### src/rtl/cpuPkg.sv
package cpuPkg;

  localparam int dataBits = 32;
  localparam int regNoBits = 4;
  localparam int immBits = 16;

  localparam logic [dataBits-1:0] startPc = 'h100;
  localparam logic [dataBits-1:0] instSize = 4;

  // Memories are word arrays indexed by byte address bits [addrBits-1:2]
  localparam int imemAddrBits = 16;
  localparam int dmemAddrBits = 16;

  // Memory-mapped I/O
  localparam logic [dataBits-1:0] addrHex = 'hFFFFF000;
  localparam logic [dataBits-1:0] addrLedr = 'hFFFFF020;
  localparam logic [dataBits-1:0] addrKey = 'hFFFFF080;

  localparam int hexBits = 24;
  localparam int ledrBits = 10;
  localparam int keyBits = 4;

  localparam logic [hexBits-1:0] hexResetValue = 'hFEDEAD;

  // Primary opcodes, op1Alur doubles as the NOP encoding
  typedef enum logic [5:0] {
    op1Alur = 6'b000000,
    op1Beq  = 6'b001000,
    op1Blt  = 6'b001001,
    op1Ble  = 6'b001010,
    op1Bne  = 6'b001011,
    op1Jal  = 6'b001100,
    op1Lw   = 6'b010010,
    op1Sw   = 6'b011010,
    op1Addi = 6'b100000,
    op1Andi = 6'b100100,
    op1Ori  = 6'b100101,
    op1Xori = 6'b100110
  } op1Enum;

  // Secondary opcodes for register-register ALU operations
  typedef enum logic [7:0] {
    op2Eq   = 8'b00001000,
    op2Lt   = 8'b00001001,
    op2Le   = 8'b00001010,
    op2Ne   = 8'b00001011,
    op2Add  = 8'b00100000,
    op2And  = 8'b00100100,
    op2Or   = 8'b00100101,
    op2Xor  = 8'b00100110,
    op2Sub  = 8'b00101000,
    op2Nand = 8'b00101100,
    op2Nor  = 8'b00101101,
    op2Xnor = 8'b00101110,
    op2Rshf = 8'b00110000,
    op2Lshf = 8'b00110001
  } op2Enum;

  typedef struct packed {
    logic isBranch;
    logic isJump;
    logic readMem;
    logic writeMem;
    logic writeReg;
  } ctrlBundle;

  typedef struct packed {
    logic [dataBits-1:0]  pc;
    op1Enum               op1;
    op2Enum               op2;
    logic [dataBits-1:0]  rsValue;
    logic [dataBits-1:0]  rtValue;
    logic [dataBits-1:0]  imm;
    logic [regNoBits-1:0] dest;
    ctrlBundle            ctrl;
  } decodedInst;

  typedef struct packed {
    logic [dataBits-1:0]  aluResult;
    logic [dataBits-1:0]  storeValue;
    logic [regNoBits-1:0] dest;
    logic                 readMem;
    logic                 writeMem;
    logic                 writeReg;
  } exMemBundle;

  typedef struct packed {
    logic [dataBits-1:0]  value;
    logic [regNoBits-1:0] regNo;
    logic                 enable;
  } writeBack;

  typedef struct packed {
    logic                taken;
    logic [dataBits-1:0] target;
  } redirect;

endpackage

### src/rtl/regFile.sv
`timescale 1ns/1ps

module regFile (
  input  logic                         clk,
  input  logic                         reset,
  input  logic [cpuPkg::regNoBits-1:0] rsNo,
  input  logic [cpuPkg::regNoBits-1:0] rtNo,
  output logic [cpuPkg::dataBits-1:0]  rsValue,
  output logic [cpuPkg::dataBits-1:0]  rtValue,
  input  cpuPkg::writeBack             wb
);

  localparam int regWords = 2 ** cpuPkg::regNoBits;

  logic [cpuPkg::dataBits-1:0] regs [regWords];

  always_ff @(posedge clk or posedge reset) begin
    if (reset) begin
      for (int i = 0; i < regWords; i++) begin
        regs[i] <= '0;
      end
    end else if (wb.enable) begin
      regs[wb.regNo] <= wb.value;
    end
  end

  // A read of the register being written sees the new value
  assign rsValue = (wb.enable && wb.regNo == rsNo) ? wb.value : regs[rsNo];
  assign rtValue = (wb.enable && wb.regNo == rtNo) ? wb.value : regs[rtNo];

endmodule

### src/rtl/decodeUnit.sv
`timescale 1ns/1ps

module decodeUnit (
  input  logic                         clk,
  input  logic                         reset,
  input  logic [cpuPkg::dataBits-1:0]  inst,
  input  logic [cpuPkg::dataBits-1:0]  instPc,
  input  cpuPkg::redirect              redirect,
  input  logic [cpuPkg::regNoBits-1:0] exDest,
  input  logic                         exWrite,
  input  logic [cpuPkg::regNoBits-1:0] memDest,
  input  logic                         memWrite,
  input  cpuPkg::writeBack             wb,
  output logic                         stall,
  output cpuPkg::decodedInst           decoded
);

  cpuPkg::op1Enum               op1;
  cpuPkg::op2Enum               op2;
  logic [cpuPkg::immBits-1:0]   immField;
  logic [cpuPkg::regNoBits-1:0] rd;
  logic [cpuPkg::regNoBits-1:0] rs;
  logic [cpuPkg::regNoBits-1:0] rt;
  logic [cpuPkg::dataBits-1:0]  rsValue;
  logic [cpuPkg::dataBits-1:0]  rtValue;
  logic [cpuPkg::dataBits-1:0]  immExt;
  logic [cpuPkg::regNoBits-1:0] dest;
  cpuPkg::ctrlBundle            ctrl;
  logic                         writesReg;
  logic                         readsRs;
  logic                         readsRt;
  logic                         rsBusy;
  logic                         rtBusy;

  assign op1 = cpuPkg::op1Enum'(inst[31:26]);
  assign op2 = cpuPkg::op2Enum'(inst[25:18]);
  assign immField = inst[23:8];
  assign rd = inst[11:8];
  assign rs = inst[7:4];
  assign rt = inst[3:0];

  assign immExt = {{(cpuPkg::dataBits - cpuPkg::immBits){immField[cpuPkg::immBits-1]}}, immField};

  regFile u_regFile (
    .clk     (clk),
    .reset   (reset),
    .rsNo    (rs),
    .rtNo    (rt),
    .rsValue (rsValue),
    .rtValue (rtValue),
    .wb      (wb)
  );

  // Control and source usage per primary opcode
  always_comb begin
    ctrl = '0;
    writesReg = 1'b0;
    readsRs = 1'b0;
    readsRt = 1'b0;
    case (op1)
      cpuPkg::op1Alur: begin
        writesReg = 1'b1;
        readsRs = 1'b1;
        readsRt = 1'b1;
      end
      cpuPkg::op1Beq, cpuPkg::op1Blt, cpuPkg::op1Ble, cpuPkg::op1Bne: begin
        ctrl.isBranch = 1'b1;
        readsRs = 1'b1;
        readsRt = 1'b1;
      end
      cpuPkg::op1Jal: begin
        ctrl.isJump = 1'b1;
        writesReg = 1'b1;
        readsRs = 1'b1;
      end
      cpuPkg::op1Lw: begin
        ctrl.readMem = 1'b1;
        writesReg = 1'b1;
        readsRs = 1'b1;
      end
      cpuPkg::op1Sw: begin
        ctrl.writeMem = 1'b1;
        readsRs = 1'b1;
        readsRt = 1'b1;
      end
      cpuPkg::op1Addi, cpuPkg::op1Andi, cpuPkg::op1Ori, cpuPkg::op1Xori: begin
        writesReg = 1'b1;
        readsRs = 1'b1;
      end
      default: begin
        writesReg = 1'b0;
      end
    endcase
    // r0 is never written, so the NOP encoding leaves it at zero
    ctrl.writeReg = writesReg && (dest != '0);
  end

  assign dest = (op1 == cpuPkg::op1Alur) ? rd : rt;

  // Compare sources with the three younger-than-writeback destinations
  assign rsBusy = (rs != '0) &&
                  ((decoded.ctrl.writeReg && decoded.dest == rs) ||
                   (exWrite && exDest == rs) ||
                   (memWrite && memDest == rs));
  assign rtBusy = (rt != '0) &&
                  ((decoded.ctrl.writeReg && decoded.dest == rt) ||
                   (exWrite && exDest == rt) ||
                   (memWrite && memDest == rt));

  assign stall = (readsRs && rsBusy) || (readsRt && rtBusy);

  always_ff @(posedge clk or posedge reset) begin
    if (reset) begin
      decoded <= '0;
    end else if (stall || redirect.taken) begin
      decoded <= '0;
    end else begin
      decoded.pc <= instPc;
      decoded.op1 <= op1;
      decoded.op2 <= op2;
      decoded.rsValue <= rsValue;
      decoded.rtValue <= rtValue;
      decoded.imm <= immExt;
      decoded.dest <= dest;
      decoded.ctrl <= ctrl;
    end
  end

endmodule

### config.mk
export PLATFORM = sky130hd
export DESIGN_NAME = decodeUnit
export DESIGN_NICKNAME = d
export VERILOG_FILES = /design/src/rtl/cpuPkg.sv /design/src/rtl/regFile.sv /design/src/rtl/decodeUnit.sv
export SDC_FILE = /design/constraint.sdc
export NUM_CORES = 1
export LEC_CHECK = 0
export BUFFER_PORTS_ARGS = -buffer_cell sky130_fd_sc_hd__buf_2
export CORE_ASPECT_RATIO = 1.2
export CORE_MARGIN = 2
export CORE_UTILIZATION = 45
export DETAILED_ROUTE_END_ITERATION = 10
export GPL_ROUTABILITY_DRIVEN = 0
export SETUP_SLACK_MARGIN = 0.4
export SLEW_MARGIN = 10
export SYNTH_ARGS = -nofsm -noshare
export SYNTH_HDL_FRONTEND = slang
export SYNTH_SLANG_ARGS = --single-unit
### constraint.sdc
create_clock -name clk -period 53 [get_ports clk]
set_clock_uncertainty 0.05 [all_clocks]
set_input_delay 7.95 -clock clk [delete_from_list [all_inputs] [get_ports clk]]
set_output_delay 7.95 -clock clk [all_outputs]
set_load 0.02 [all_outputs]
==> results.yml <==
synth:
  synth_cells: 2212
  synth_nets: 2358
  synth_area_per_cell_sq_um: 14.7
  ys_warn_count: 0
  synth_edf_count: 0
  synthArstFlopShare_pct: 100
  synth_simple_gate_area_share_pct: 4.44
  synth-seq-area-share_pct: 49.3
  syn_area_sq_um: 32500
  ys_ff_latch: 641
  synth_largest_area_cell: "dfrtp_1"
  yosys-top-cells-area: "dfrtp_1 (49%), mux4_2 (18%), mux2_2 (18%)"
  yosys_most_used_dff: "dfrtp_1"
  synth_top_family_by_area: "multiplexers"
  synth-compound-area-share_pct: 4.35
  muxShareOfSynthArea_pct: 37.6
  synth_cell_type_count: 43
  synth.top_cell.area_share_pct: 49.3
  yosys.area_share.adder_pct: 0
  synthXorXnorAreaFrac_pct: 0.862
setup_path:
  crit_family: "buffers and inverters"
  arrival_ps: 10430
  path_buf_inv: 3
  critical_path.startpoint_type: "input port"
  cp_cell_sequence: "buf_4, buf_4, xor2_1, nor4_1, o311ai_2, o31ai_1, buf_2"
  required_ps: 45000
  crit_path_max_fanout: 36
  critPathMostFrequentCell: "buf_4"
  max_stage_delay_ps: 670
  critPathCaptureType: "output pin"
  crit_type: "in2out"
  cp_slowest_cell: "buf_4"
floorplanning:
  ios: 298
  die_area_sq_um: 74400
  start_util_pct: 45.6
  dieWidth_microns: 249
  die_y_microns: 298
  coreArea_sq_um: 71200
  rows: 107
route:
  ant_nets: 0
  wl_per_cell_microns: 26.5
  first_pass_iters: 7
  drt_iter0_drc: 1325
  wirelength_microns: 88400
  vias: 20300
  drc: 0
  viasPerCell: 6.10
clock_network:
  cts_tree: "done"
  ctsHoldBuffers: 0
  root_buffer: "clkbuf_16"
  cts_sinks: 641
  clkTransAtPathRegs_ps: 60
  clk_path_buf_depth: 3
  clk_latency_ps: 610
  post_cts_buffers: 0
  cts-resized-gates: 0
  cts_buffers: 70
  htreeDepth: 3
sta:
  slew-limit-headroom_pct: 25.1
  fin_tns_setup_ps: 0
  tightest_slew_ps: 1120
  timing.fmax_ghz: 0.0542
  hold_ws_ps: 473
  finalMaxSlewViolations: 0
  finalSetupViolCount: 0
  fin_crit_ps: 18430
  rsz0062_at_grt: "no"
  hold_viol: 0
  post-route-period-util_pct: 34.8
cells_and_area:
  mostFrequentLayoutCells: "dfrtp_1 (641), mux2_2 (510), buf_2 (257)"
  layout_commonest_cell: "dfrtp_1"
  multiInputGateArea_sq_um: 15400
  syn2layout_area_growth_pct: 13.6
  final_util_pct: 51.8
  fillers: 6012
  drive_above_1_share_pct: 51.3
  finalNetCount: 2497
  regArea_sq_um: 16000
global_route:
  grt-busiest-layer: "met2"
  antenna_found_initial: 4
  grt_max_degree: 186
  use_met1_pct: 32.5
  grt_pass1_wl_microns: 135000
  use_met2_pct: 40.2
  groute.usage.overall_pct: 23.9
  grt_pass1_vias: 21700
  overflow: 0
  grt_use_met3_pct: 3.34
power_and_ir_drop:
  power_frac_comb_pct: 20.3
  p_sw_w: 0.000397
  power_frac_clock_pct: 36.3
  p_sw_share_pct: 26.3
  p_per_area_nw_per_um2: 40.9
  pwr-share-seq_pct: 43.4
  leakagePower_nw: 15.9
  peakVddDrop_v: 0.0000253
  p_int_w: 0.00111
placement:
  portBuffers: 265
  hpwlAfterDp_microns: 47700
run_status:
  status: "finished, final reports clean"
flow_run:
  max_cap_violations: 0
min_path:
  hp-class: "reg2reg"
[sequential cells by signal, summed over array words and instances, names as in the netlist]
register / count
decoded: 129
u_regFile.regs: 512
[cell type report]
cell class | instances | share of cell area (%)
clock buffers | 93 | 5.53
repair buffers | 301 | 4.53
clock inverters | 36 | 1.50
diodes | 1 | 0.00678
inverters | 2 | 0.0407
flip-flops and latches | 641 | 43.4
multi-input cells | 1335 | 41.8
well taps | 926 | 3.14
[kinds of logic (layout without fill, tap and decap cells)]
family / after synthesis / count (layout)
other cells: 0 / 1
buf+inv: 236 / 432
mux: 836 / 836
compound gates: 207 / 207
flops: 641 / 641
simple gates: 260 / 260
xor+xnor: 32 / 32
[metal layers]
| layer | vias up | routed length [microns] |
|---|---|---|
| met5 | - | 23 |
| met4 | 4 | 2040 |
| met3 | 139 | 3940 |
| met2 | 528 | 43900 |
| met1 | 11100 | 38600 |
| li1 | 8612 | - |
[through the flow]
step                total power [W]  setup WS, ps  area [sq um]  std cells
finish                      0.00151         34570         36900       3335
global route                0.00158         34430         36900       3335
CTS                         0.00153         34520         36900       3334
detailed placement         0.000973         34530         34300       3205
global placement           0.000954         34530         34300       3205
floorplan                  0.000894         27040         32500       2212
[power by group through the flow]
stage / sequential (W) / clock, W / combinational [W]
after floorplan: 0.000654 / 0 / 0.000239
after global placement: 0.000653 / 0 / 0.000301
after detailed placement: 0.000663 / 0 / 0.000309
after CTS: 0.000655 / 0.000561 / 0.000311
after global routing: 0.000669 / 0.000580 / 0.000330
final: 0.000656 / 0.000549 / 0.000306
[synthesized netlist by cell type (8+ instances only)]
master / n
a211oi_1: 128
a21oi_1: 66
and2_1: 35
and2_4: 20
buf_1: 30
buf_2: 52
buf_4: 35
clkbuf_1: 113
dfrtp_1: 641
mux2_2: 510
mux2i_1: 68
mux4_2: 256
nand2_1: 18
nor2_1: 85
nor2b_1: 64
nor3_1: 11
nor4_1: 9
xnor2_1: 8
xor2_1: 24
[path summary, 6_finish.rpt]
check	cells after the start	startpoint	end	slack (ps)
max in group asynchronous	5	reset	u_regFile.regs[14]$_DFFE_PP0P_	42070
worst min-delay path	1	u_regFile.regs[156]$_DFFE_PP0P_	u_regFile.regs[156]$_DFFE_PP0P_	470
worst min register to register	1	u_regFile.regs[156]$_DFFE_PP0P_	u_regFile.regs[156]$_DFFE_PP0P_	470
worst max-delay path	7	inst[2]	stall	34570
min in group asynchronous	2	reset	decoded[137]$_DFF_PP0_	7420
worst max register to register	6	decoded[6]$_DFF_PP0_	decoded[104]$_DFF_PP0_	50210
No activity file was read; power rests on OpenSTA's default activity.
